<file path="src/verilog/cpu16_params.svh">
// Core sizing constants
`ifndef CPU16_PARAMS_SVH
`define CPU16_PARAMS_SVH

// Datapath and instruction width
`define CPU16_WIDTH 16

// Architectural registers R0 to R7
`define CPU16_REGS 8

// Data RAM depth in words
`define CPU16_DMEM_WORDS 256

// Register written by JAL
`define CPU16_LINK_REG 7

`endif
</file>
<file path="src/verilog/cpu16Pkg.sv">
// Shared core types
`default_nettype none

package cpu16Pkg;

    // Primary opcode in instr[15:11]
    typedef enum logic [4:0] {
        OP_HALT  = 5'b00000,
        OP_NOP   = 5'b00001,
        OP_J     = 5'b00100,
        OP_JR    = 5'b00101,
        OP_JAL   = 5'b00110,
        OP_ADDI  = 5'b01000,
        OP_SUBI  = 5'b01001,
        OP_XORI  = 5'b01010,
        OP_ANDNI = 5'b01011,
        OP_BEQZ  = 5'b01100,
        OP_BNEZ  = 5'b01101,
        OP_ST    = 5'b10000,
        OP_LD    = 5'b10001,
        OP_LBI   = 5'b11000,
        OP_RFORM = 5'b11011
    } opcodeT;

    // Same order as the R-format func field
    typedef enum logic [1:0] {
        ALU_ADD  = 2'd0,
        ALU_SUB  = 2'd1,
        ALU_XOR  = 2'd2,
        ALU_ANDN = 2'd3
    } aluOpT;

    // Immediate field width and extension
    typedef enum logic [1:0] {
        IMM5S  = 2'd0,
        IMM5Z  = 2'd1,
        IMM8S  = 2'd2,
        IMM11S = 2'd3
    } immSelT;

    // Next PC source
    typedef enum logic [1:0] {
        PC_SEQ   = 2'd0,
        PC_REL8  = 2'd1,
        PC_REL11 = 2'd2,
        PC_REG   = 2'd3
    } pcSelT;

    // Write-back data sources
    localparam logic [1:0] WB_ALU  = 2'd0;
    localparam logic [1:0] WB_MEM  = 2'd1;
    localparam logic [1:0] WB_LINK = 2'd2;
    localparam logic [1:0] WB_IMM  = 2'd3;

    // Destination register field
    localparam logic [1:0] DST_RD   = 2'd0;
    localparam logic [1:0] DST_RT   = 2'd1;
    localparam logic [1:0] DST_RS   = 2'd2;
    localparam logic [1:0] DST_LINK = 2'd3;

endpackage

`default_nettype wire

</file>
<file path="src/verilog/alu.sv">
// Four-function ALU
`default_nettype none
`include "cpu16_params.svh"

module alu (
    input  cpu16Pkg::aluOpT         op,
    input  logic [`CPU16_WIDTH-1:0] inA,
    input  logic [`CPU16_WIDTH-1:0] inB,
    output logic [`CPU16_WIDTH-1:0] result,
    output logic                    zero
);
    import cpu16Pkg::*;

    logic [`CPU16_WIDTH-1:0] sum;
    logic [`CPU16_WIDTH-1:0] diff;

    // Carry out dropped, wraps mod 2^16
    assign sum  = inA + inB;
    // Rs minus operand B
    assign diff = inA - inB;

    always_comb begin
        case (op)
            ALU_ADD: begin
                result = sum;
            end
            ALU_SUB: begin
                result = diff;
            end
            ALU_XOR: begin
                result = inA ^ inB;
            end
            ALU_ANDN: begin
                // Clear the bits set in B
                result = inA & ~inB;
            end
            default: begin
                result = sum;
            end
        endcase
    end

    // All-zero result
    assign zero = (result == '0);

endmodule

`default_nettype wire

</file>
<file path="config.mk">
export PLATFORM = sky130hd
export DESIGN_NAME = alu
export DESIGN_NICKNAME = d
export VERILOG_FILES = /design/src/verilog/cpu16Pkg.sv /design/src/verilog/alu.sv
export VERILOG_INCLUDE_DIRS = /design/src /design/src/verilog
export SDC_FILE = /design/constraint.sdc
export NUM_CORES = 1
export LEC_CHECK = 0
export BUFFER_PORTS_ARGS = -buffer_cell sky130_fd_sc_hd__buf_2
export CAP_MARGIN = 0
export CORE_ASPECT_RATIO = 0.8
export CORE_MARGIN = 3
export CORE_UTILIZATION = 30
export DETAILED_ROUTE_END_ITERATION = 12
export PLACE_DENSITY_LB_ADDON = 0.3
export SYNTH_ARGS = -nofsm -noshare
export SYNTH_HDL_FRONTEND = slang
export SYNTH_SLANG_ARGS = --single-unit
export TNS_END_PERCENT = 5
</file>
<file path="constraint.sdc">
create_clock -name vclk -period 4.8
set_clock_uncertainty 0.05 [all_clocks]
set_input_delay 0.24 -clock vclk [all_inputs]
set_output_delay 0.24 -clock vclk [all_outputs]
set_load 0.02 [all_outputs]
</file>
---- Yosys cells after proc, flatten, opt, wreduce, memory -nomap -nowiden ----
Cells that the tools add are included.
operators by class
  eq/ne operators ......................... 3
  bitwise operators ....................... 3
  add/sub/neg operators ................... 2
  mux-type cells .......................... 1
  reduce and logical (&&, ||, !) cells .... 2
operator list
  operator                                                         number
  16-bit case mux with 4 select lines                              1
  16-bit adder                                                     1
  16-bit AND                                                       1
  16-bit logical NOT                                               1
  16-bit NOT                                                       1
  16-bit subtractor                                                1
  16-bit XOR                                                       1
  2-bit == test, second input constant                             2
  2-bit by 1-bit == test with 1-bit output, second input constant  1
  2-bit logical NOT                                                1
storage, ports and cells
  logic and storage cells ................. 11
  input bits .............................. 34
  register bits after elaboration ......... 0
  output and inout bits ................... 17

---- Depth between registers and ports, before layout ----
Gate-level depths: netlist of run 1.
  depth after elaboration ................. 4
  gate-level depth with buffers ........... 17
  depth with buffers taken out ............ 14

---- Worst setup path before layout of run 1 ----
OpenSTA, ideal clock, no wires.
  kind .................................... input port to output port
  from .................................... input op[0]
  to ...................................... output zero
  data required time ...................... 4.510 ns
  arrival ................................. 4.365 ns
  stages on the path ...................... 16
  setup slack ............................. 0.145 ns
  path buffers ............................ 4
  cells stage by stage .................... buf_2 > buf_2 > buf_1 > nor2b_1 > clkbuf_1 > nor2_1 > xnor2_1 > ha_1 > or2_2 > o22a_2 > a311oi_1 > mux2i_1 > nand2_1 > or4_1 > or4b_1 > and4bb_1
between the ends
  longest elaborated chain between the ends .. 3
  elaborated cells between the ends (all ways) .. 6
  classes of those cells .................. 3 x eq/ne; 1 x mux; 2 x reduce/logical
ends and longest elaborated chain
  item                                         RTL line   text
  start, declared                              alu.sv:6   input cpu16Pkg::aluOpT op,
  2-bit == test, or another cell as far along  alu.sv:23  case (op)
  16-bit case mux with 4 select lines *        alu.sv:23
  named net result[8]                          alu.sv:9   output logic [`CPU16_WIDTH-1:0] result,
  16-bit logical NOT *                         alu.sv:44  assign zero = (result == '0);
  end, declared                                alu.sv:10  output logic zero
Mark *: on every way through the listed nets, which the timed path passes. The rest lies on a longest branch.

---- Final worst setup path of run 1 ----
  from .................................... input inB[3]
  to ...................................... output zero
between the ends
  longest elaborated chain between the ends .. 4
  elaborated cells between the ends (all ways) .. 7
  classes of those cells .................. 2 x add/sub; 1 x mux; 3 x bitwise; 1 x reduce/logical
ends and longest elaborated chain
  item                                                       RTL line   text
  start, declared                                            alu.sv:8   input logic [`CPU16_WIDTH-1:0] inB,
  branches (longest 2 deep; another with 16-bit subtractor)  --
  16-bit case mux with 4 select lines *                      alu.sv:23
  16-bit logical NOT *                                       alu.sv:44
Mark *: on every way between the ends.

==> run_results.csv, run 1 <==
group,metric,value,unit
status,status,"completed",
worst_setup_path,crit_fanout,8,
detailed_routing,firstDrtPassIters,4,
floorplanning,dieArea,0.00752,sq mm
worst_setup_path,timing_worst_setup_path_type,"in2out",
timing,grt_setup_unrepaired,"false",
timing,slew_violations,0,
timing,setup_ws,444,ps
worst_setup_path,worst_setup_path_end_kind,"primary output",
floorplanning,die_h,78.2,um
final_layout,multi_input_area,0.00174,sq mm
final_layout,n_antenna_cell,0,
timing,hold_violations,0,
detailed_routing,postRouteAntennaNets,0,
global_routing,met3_usage,0.287,%
global_routing,grt_pass1_vias,1891,
final_layout,n_sequential_cell,0,
place,port_buffers,51,
yosys,ys_seq_area_share,0,%
yosys,synth.net_count,340,
global_routing,met1_usage,24.6,%
timing,fmax,230,MHz
worst_hold_path,holdCritPathClass,"in2out",
final_layout,nNetsFinal,387,
global_routing,antenna_found_initial,0,
yosys,avgSynthCellArea,7.15,sq um
worst_setup_path,required,4510,ps
yosys,ys_types,57,
timing,finalSetupViolCount,0,
worst_setup_path,cp_slowest_cell,"or4_1",
place,placed_cell_area,0.00225,sq mm
place,pre_cts_ws,469,ps
floorplanning,core-area,0.00610,sq mm
detailed_routing,wl,5.77,mm
clock_tree,ctsResizeCount,0,
floorplanning,io_pins,51,
global_routing,grt.busiest_layer,"met1",
final_layout,fill_cells,661,
global_routing,grt_use_met2,22.6,%
final_layout,drive_above_1_share,22.0,%
flow_run,drv_cap,0,
final_layout,seqCellArea,0,sq um
detailed_routing,wl_per_cell,14.5,um
worst_setup_path,startpoint_type,"input port",
timing,worst_slew_pin_slew,624,ps
timing,period_minus_slack,4360,ps
detailed_routing,drc,0,
place,gp_routability_congestion,0.887,
worst_setup_path,critPathTopFamily,"simple AND/OR/NAND/NOR gates",
detailed_routing,viasPerCell,5.25,
clock_tree,post_cts_buffers,0,
yosys,synthCells,273,
clock_tree,holdBufCountCts,0,
timing,max-slew-margin-rel,58.0,%
detailed_routing,vias,2095,
detailed_routing,drt_iter0_drc,157,
final_layout,stdcell_area,0.00225,sq mm
floorplanning,num_rows,25,
pwr,p_leak,1.11,nW
worst_setup_path,cp.arrival,4070,ps
worst_setup_path,cp_slowest_stage_delay,560,ps
global_routing,grtUsageTotal,15.0,%
final_layout,area_delta_synth_final,15.4,%
place,hpwl,4.95,mm
timing,finalCritPeriodShare,90.8,%
yosys,synthesis.area,0.00195,sq mm
floorplanning,dieWidth,96.2,um
worst_setup_path,path_buf_inv,2,
pwr,irDropWorstVdd,0.0000661,V
timing,fin_tns_setup,0,ps
global_routing,grt_start_max_net_pins,34,
global_routing,grt_pass1_wl,9.23,mm
global_routing,grt-ovfl-total,0,
yosys,ys_warn_count,0,
final_layout,n_clock_buffer,0,
pwr,p_per_area,168,mW/mm^2
worst_setup_path,critical_path.cell_chain,"buf_2 > or4_1 > nor2_1 > a41oi_1 > xnor2_1 > ha_1 > a21oi_2 > nand2_1 > a21o_1 > nor3_1 > o31ai_2 > or4_1 > or4b_1 > and4bb_1 > buf_2",
floorplanning,initial_core_util,32.0,%
-- metal layers --
| layer | share of wire [%] | up-vias |
|---|---|---|
| met2 | 42 | 72 |
| met5 | 0 | - |
| met1 | 51 | 940 |
| met4 | 0 | 0 |
| met3 | 7.2 | 0 |
| li1 | - | 1083 |
-- cell usage after synthesis (all sizes together), types with 3 or more instances --
library cell	instances	area, sq um
a21o	6	45.0
a21oi	14	85.1
a31oi	4	40.0
a41oi	4	35.0
and3	3	23.8
buf	7	55.1
clkbuf	3	31.3
ha	32	400
inv	35	131
mux2i	11	110
nand2	25	96.4
nand2b	6	37.5
nand3	5	25.0
nor2	15	56.3
nor2b	4	32.5
nor3	5	25.0
nor4	4	25.0
o211ai	3	36.3
o21a	5	37.5
o21ai	23	115
o31ai	3	27.5
or4	4	30.0
xnor2	22	193
-- area by class of cell --
cell class	instances	share of cell area (%)
inverter	35	5.83
timing repair buffer	55	12.7
multi-input combinational	228	77.0
tap	81	4.50
-- cells in the final DEF, fill, tap and decap left out, drive strengths merged, types with 5 or more instances in the layout --
cell type | synthesis | layout
a21o | 6 | 6
a21oi | 14 | 14
buf | 7 | 55
ha | 32 | 32
inv | 35 | 35
mux2i | 11 | 11
nand2 | 25 | 25
nand2b | 6 | 6
nand3 | 5 | 5
nor2 | 15 | 15
nor3 | 5 | 5
o21a | 5 | 5
o21ai | 23 | 23
xnor2 | 22 | 22
-- power breakdown --
part | switching [W] | internal, W
Clock | 0 | 0
Combinational | 0.000225 | 0.000155
Sequential | 0 | 0
-- worst paths after layout --
check  startpoint   endpoint  cells after the start
max        inB[3]       zero                     15
min         op[1]  result[0]                      3
-- metrics by stage --
stage          power (W)  hold slack [ps]  cells  utilization [%]
3_5_place_dp    0.000377              928    399             36.9
4_1_cts         0.000379              929    399             36.9
2_1_floorplan   0.000280              704    273                -
5_1_grt         0.000417              956    399             36.9
6_report        0.000379              929    399             36.9
3_3_place_gp    0.000374              928    399             36.9
-- tightest hold or removal path, stage by stage --
cell	delay (ps)
buf_2	160
a31o_2	180
buf_2	160
-- cell families after synthesis --
logic type                 count (synthesis)  synth area share (%)
adders and majority gates                 33                  21.5
AOI/OAI and AO/OA                         79                  29.1
buffers and inverters                     45                  11.1
and+or+nand+nor                           81                  21.8
xor gates and xnor gates                  24                  10.8
muxes                                     11                  5.64
Note: power is estimated with default switching activity, not from simulation.
==> inputs of run 2 (changes only) <==
--- a/config.mk
+++ b/config.mk
@@ -12,7 +12,7 @@
 export CORE_MARGIN = 3
 export CORE_UTILIZATION = 30
 export DETAILED_ROUTE_END_ITERATION = 12
-export PLACE_DENSITY_LB_ADDON = 0.3
+export PLACE_DENSITY = 0.61
 export SYNTH_ARGS = -nofsm -noshare
 export SYNTH_HDL_FRONTEND = slang
 export SYNTH_SLANG_ARGS = --single-unit
==> constraint.sdc (replaced) <==
create_clock -name vclk -period 3.8
set_clock_uncertainty 0.05 [all_clocks]
set_input_delay 0.19 -clock vclk [all_inputs]
set_output_delay 0.19 -clock vclk [all_outputs]
set_load 0.02 [all_outputs]
==> run 2 against run 1 <==
Compared with the run above:
- the run now ends with negative setup slack left
- combinational power up 70%
- setup slack got worse by 620 ps
- core utilization is 11 points higher
- routed wire length increased by 16%
- sequential cell count unchanged
- cell count is 17% higher
- sequential share of layout area is the same
==> run_results.csv, run 2 (same netlist as run 1, synthesis figures left out) <==
group,metric,value,unit
pwr,irDropWorstVdd,0.0000666,V
detailed_routing,viasPerCell,5.08,
worst_setup_path,path_buf_inv,2,
final_layout,area_delta_synth_final,49.3,%
timing,period_minus_slack,3980,ps
timing,whs,806,ps
floorplanning,io_pins,51,
place,port_buffers,51,
timing,fin_tns_setup,-180,ps
detailed_routing,wl_per_cell,14.3,um
worst_setup_path,timing_worst_setup_path_type,"in2out",
detailed_routing,firstDrtPassIters,4,
place,dp.cells,456,
worst_setup_path,critical_path.cell_chain,"buf_2 > or4_1 > nor2_2 > nand2_1 > o21ai_0 > xnor2_1 > ha_1 > a21o_1 > a21o_1 > o311a_4 > mux2i_1 > o211ai_1 > or4b_1 > and4bb_2 > buf_6",
timing,max-slew-margin-rel,62.9,%
final_layout,instances_no_fill,467,
timing,fmax,251,MHz
final_layout,layout_common_cells,"buf_4 (70), buf_2 (49), inv_1 (34), ha_1 (30), nand2_1 (23)",
timing,hold_violations,0,
timing,finalCritPeriodShare,105,%
worst_setup_path,crit_fanout,2,
global_routing,grt_pass1_vias,2220,
detailed_routing,postRouteAntennaNets,0,
place,hpwl,5.56,mm
detailed_routing,vias,2371,
pwr,power,0.000644,W
pwr,p_leak,1.46,nW
final_layout,n_antenna_cell,0,
global_routing,grt_start_max_net_pins,19,
detailed_routing,drc,0,
status,status,"complete, but fails checks",
place,gp_routability_congestion,0.912,
global_routing,grt_pass1_wl,10.5,mm
worst_setup_path,cp-startpoint,"inB[8]",
timing,finalSetupViolCount,1,
worst_setup_path,startpoint_type,"input port",
worst_setup_path,cp_slowest_cell,"or4_1",
worst_setup_path,worst_setup_path_end_kind,"primary output",
global_routing,grt-ovfl-total,0,
worst_hold_path,holdCritPathClass,"in2out",
worst_setup_path,critPathTopFamily,"simple AND/OR/NAND/NOR gates",
worst_hold_path,min-delay-start,"op[0]",
worst_setup_path,cp.arrival,3740,ps
floorplanning,dieArea,0.00752,sq mm
timing,worst_slew_pin_slew,542,ps
final_layout,fill_cells,613,
status,violations,"negative setup slack",
floorplanning,die_h,78.2,um
floorplanning,dieWidth,96.2,um
final_layout,seqCellArea,0,sq um
flow_run,drv_cap,0,
final_layout,multi_input_area,0.00187,sq mm
floorplanning,initial_core_util,32.0,%
timing,grt_setup_unrepaired,"true",
worst_setup_path,cp_common_cell,"a21o_1",
worst_setup_path,required,3560,ps
global_routing,antenna_found_initial,0,
floorplanning,num_rows,25,
timing,setup_ws,-180,ps
floorplanning,core-area,0.00610,sq mm
timing,slew_violations,0,
worst_setup_path,cp_slowest_stage_delay,600,ps
final_layout,n_sequential_cell,0,
final_layout,layout_commonest_cell,"buf_4",
final_layout,drive_above_1_share,41.2,%
detailed_routing,drt_iter0_drc,146,
detailed_routing,wl,6.68,mm
final_layout,nNetsFinal,455,
global_routing,grtUsageTotal,17.2,%
pwr,p_per_area,221,mW/mm^2
final_layout,n_clock_buffer,0,
run 2: repair_timing:
item                                    4_1_cts  5_1_grt
gates cloned                                  0        0
pin swaps                                    19        6
endpoints found under the setup margin        1        2
buffers inserted                              9        2
resized for setup                            15       10
hold buffers                                  0        0
run 2: area by class of cell:
| cell class | instances | share of cell area, % |
|---|---|---|
| timing repair buffer | 123 | 28.0 |
| multi-input combinational | 228 | 64.0 |
| inverter | 35 | 4.59 |
| tap | 81 | 3.47 |
run 2: metrics by stage:
stage / cell area (sq um) / util [%] / worst slack [ps]
global route: 2920 / 47.8 / -367
CTS: 2850 / 46.7 / -219
finish: 2920 / 47.8 / -180
global placement: 2710 / 44.4 / -246
detailed placement: 2710 / 44.4 / -294
floorplan: 2010 / - / -75.2
run 2: power breakdown:
group	switching (W)	total [W]	internal, W	leakage (nW)
combinational	0.000331	0.000644	0.000313	1.46
clock	0	0	0	0
sequential	0	0	0	0
run 2: worst paths after layout:
path / depth (start not counted) / endpoint
max: 15 / zero
min: 3 / result[0]
run 2: routing by layer:
layer  wire length (um)  track usage, %
met4                 82            2.56
met5                  0               0
met2               2790            26.8
met3                389           0.575
met1               3410            26.4
==> inputs of run 3 (changes only) <==
--- a/config.mk
+++ b/config.mk
@@ -9,10 +9,9 @@
 export BUFFER_PORTS_ARGS = -buffer_cell sky130_fd_sc_hd__buf_2
 export CAP_MARGIN = 0
 export CORE_ASPECT_RATIO = 0.8
-export CORE_MARGIN = 3
-export CORE_UTILIZATION = 30
+export CORE_UTILIZATION = 45
 export DETAILED_ROUTE_END_ITERATION = 12
-export PLACE_DENSITY = 0.61
+export PLACE_DENSITY = 0.81
 export SYNTH_ARGS = -nofsm -noshare
 export SYNTH_HDL_FRONTEND = slang
 export SYNTH_SLANG_ARGS = --single-unit
==> run 3 against run 2 <==
Compared with the run above:
- the run still ends with negative setup slack left
- sequential cell count unchanged
- setup slack got worse by 34 ps
- die area decreased by 39%
- maximum frequency decreased by 0.84%
- routed wire length decreased by 10%
- combinational power decreased by 4.3%
- global-route usage increased by 8.6 points
- cell area decreased by 3.7%
- core utilization increased by 19 points
- non-clock buffer count decreased by 11
- clock-buffer cell count unchanged
- critical path type unchanged
==> run_results.csv, run 3 (same netlist as run 1, synthesis figures left out) <==
group,metric,value,unit
status,status,"complete, but fails checks",
floorplanning,die_h,60.9,um
detailed_routing,firstDrtPassIters,4,
worst_setup_path,timing_worst_setup_path_type,"in2out",
place,dp.cells,426,
timing,finalCritPeriodShare,106,%
final_layout,layout_common_cells,"buf_4 (59), buf_2 (49), inv_1 (34), ha_1 (30), nand2_1 (22)",
final_layout,drive_above_1_share,39.2,%
place,gp_routability_congestion,0.940,
detailed_routing,viasPerCell,5.49,
worst_hold_path,min_path_cells,4,
detailed_routing,postRouteAntennaNets,0,
detailed_routing,wl_met2,2.60,mm
place,placed_cell_area,0.00263,sq mm
status,violations,"negative setup slack",
detailed_routing,dr_wl_met3,239,um
timing,hold_violations,0,
final_layout,n_clock_buffer,0,
final_layout,stdcell_area,0.00281,sq mm
global_routing,grt_pass1_wl,9.23,mm
timing,worst_slew_pin_slew,530,ps
global_routing,grtUsageTotal,25.8,%
worst_hold_path,whs_endpoint,"result[0]",
clock_tree,holdBufCountCts,0,
global_routing,grt-ovfl-total,0,
worst_setup_path,crit_fanout,6,
worst_setup_path,cp-startpoint,"inB[3]",
detailed_routing,wl_per_cell,13.9,um
floorplanning,num_rows,21,
final_layout,fill_cells,337,
floorplanning,core-area,0.00418,sq mm
final_layout,n_sequential_cell,0,
floorplanning,io_pins,51,
worst_setup_path,required,3560,ps
detailed_routing,drt_iter0_drc,164,
timing,setup_ws,-213,ps
detailed_routing,vias,2371,
detailed_routing,wl_met1,3.07,mm
detailed_routing,routed.top_layer,"met4",
place,port_buffers,51,
timing,slew_violations,0,
final_layout,area_delta_synth_final,43.8,%
timing,max-slew-margin-rel,63.7,%
global_routing,grt_start_max_net_pins,30,
worst_setup_path,cp.arrival,3770,ps
worst_setup_path,startpoint_type,"input port",
pwr,irDropWorstVdd,0.000113,V
flow_run,drv_cap,0,
place,hpwl,4.92,mm
final_layout,seqCellArea,0,sq um
final_layout,nNetsFinal,444,
pwr,p_per_area,219,mW/mm^2
timing,finalSetupViolCount,1,
final_layout,n_antenna_cell,0,
timing,grt_setup_unrepaired,"true",
final_layout,instances_no_fill,432,
worst_hold_path,holdCritPathClass,"in2out",
floorplanning,initial_core_util,46.8,%
worst_hold_path,min-delay-start,"inA[0]",
floorplanning,dieArea,0.00461,sq mm
floorplanning,dieWidth,75.7,um
global_routing,grt_pass1_vias,2012,
global_routing,antenna_found_initial,0,
timing,fmax,249,MHz
worst_setup_path,worst_setup_path_end_kind,"primary output",
pwr,p_leak,1.43,nW
timing,period_minus_slack,4010,ps
final_layout,layout_commonest_cell,"buf_4",
detailed_routing,wl,6.00,mm
detailed_routing,drc,0,
-- run 3: cell types whose count changed in the layout (fill, tap and decap cells not counted), sizes merged --
| cell | before | now |
|---|---|---|
| buf | 123 | 112 |
-- run 3: per-stage QoR --
stage	hold slack, ps	util, %	TNS [ps]	setup WS (ps)	total power [W]
after CTS	867	65.0	-227	-227	0.000585
after floorplan	604	-	-75.2	-75.2	0.000363
after detailed placement	867	63.0	-342	-342	0.000563
final	896	67.2	-213	-213	0.000616
after global placement	865	63.0	-233	-233	0.000551
after global routing	932	67.2	-323	-323	0.000673
-- run 3: power breakdown --
part           total (W)  switching (W)  internal (W)
combinational   0.000616       0.000320      0.000296
clock                  0              0             0
sequential             0              0             0
total           0.000616       0.000320      0.000296
-- run 3: layer usage --
metal,vias to the layer above,track usage [%]
met4,0,3.70
met3,6,0.664
met5,-,0
met1,1090,40.1
li1,1196,-
met2,79,40.3
-- run 3: what timing repair did --
action,in CTS,in global routing
buffers inserted,4,2
resized for setup,12,13
pin swaps,15,16
endpoints found under the setup margin,1,1
-- run 3: worst max-delay path by stage --
stage / end
floorplan: zero
global placement: zero
detailed placement: zero
CTS: zero
global route: zero
finish: zero
-- run 3: area by class of cell --
type                       count  area [sq um]  share of cell area, %
multi-input combinational    228          1870                   66.7
timing repair buffer         112           733                   26.1
inverter                      35           131                   4.68
tap                           57          71.3                   2.54
-- run 3: critical path, cell delays in order --
cell and delay, ps:
buf_2 100, or4_4 580, nor2_4 150, a31o_2 200
xnor2_2 80, ha_1 330, buf_4 170, inv_2 70
nor4_1 40, a311oi_1 260, nand2_2 100, or4_4 540
or4b_1 520, and4bb_2 310, buf_6 110
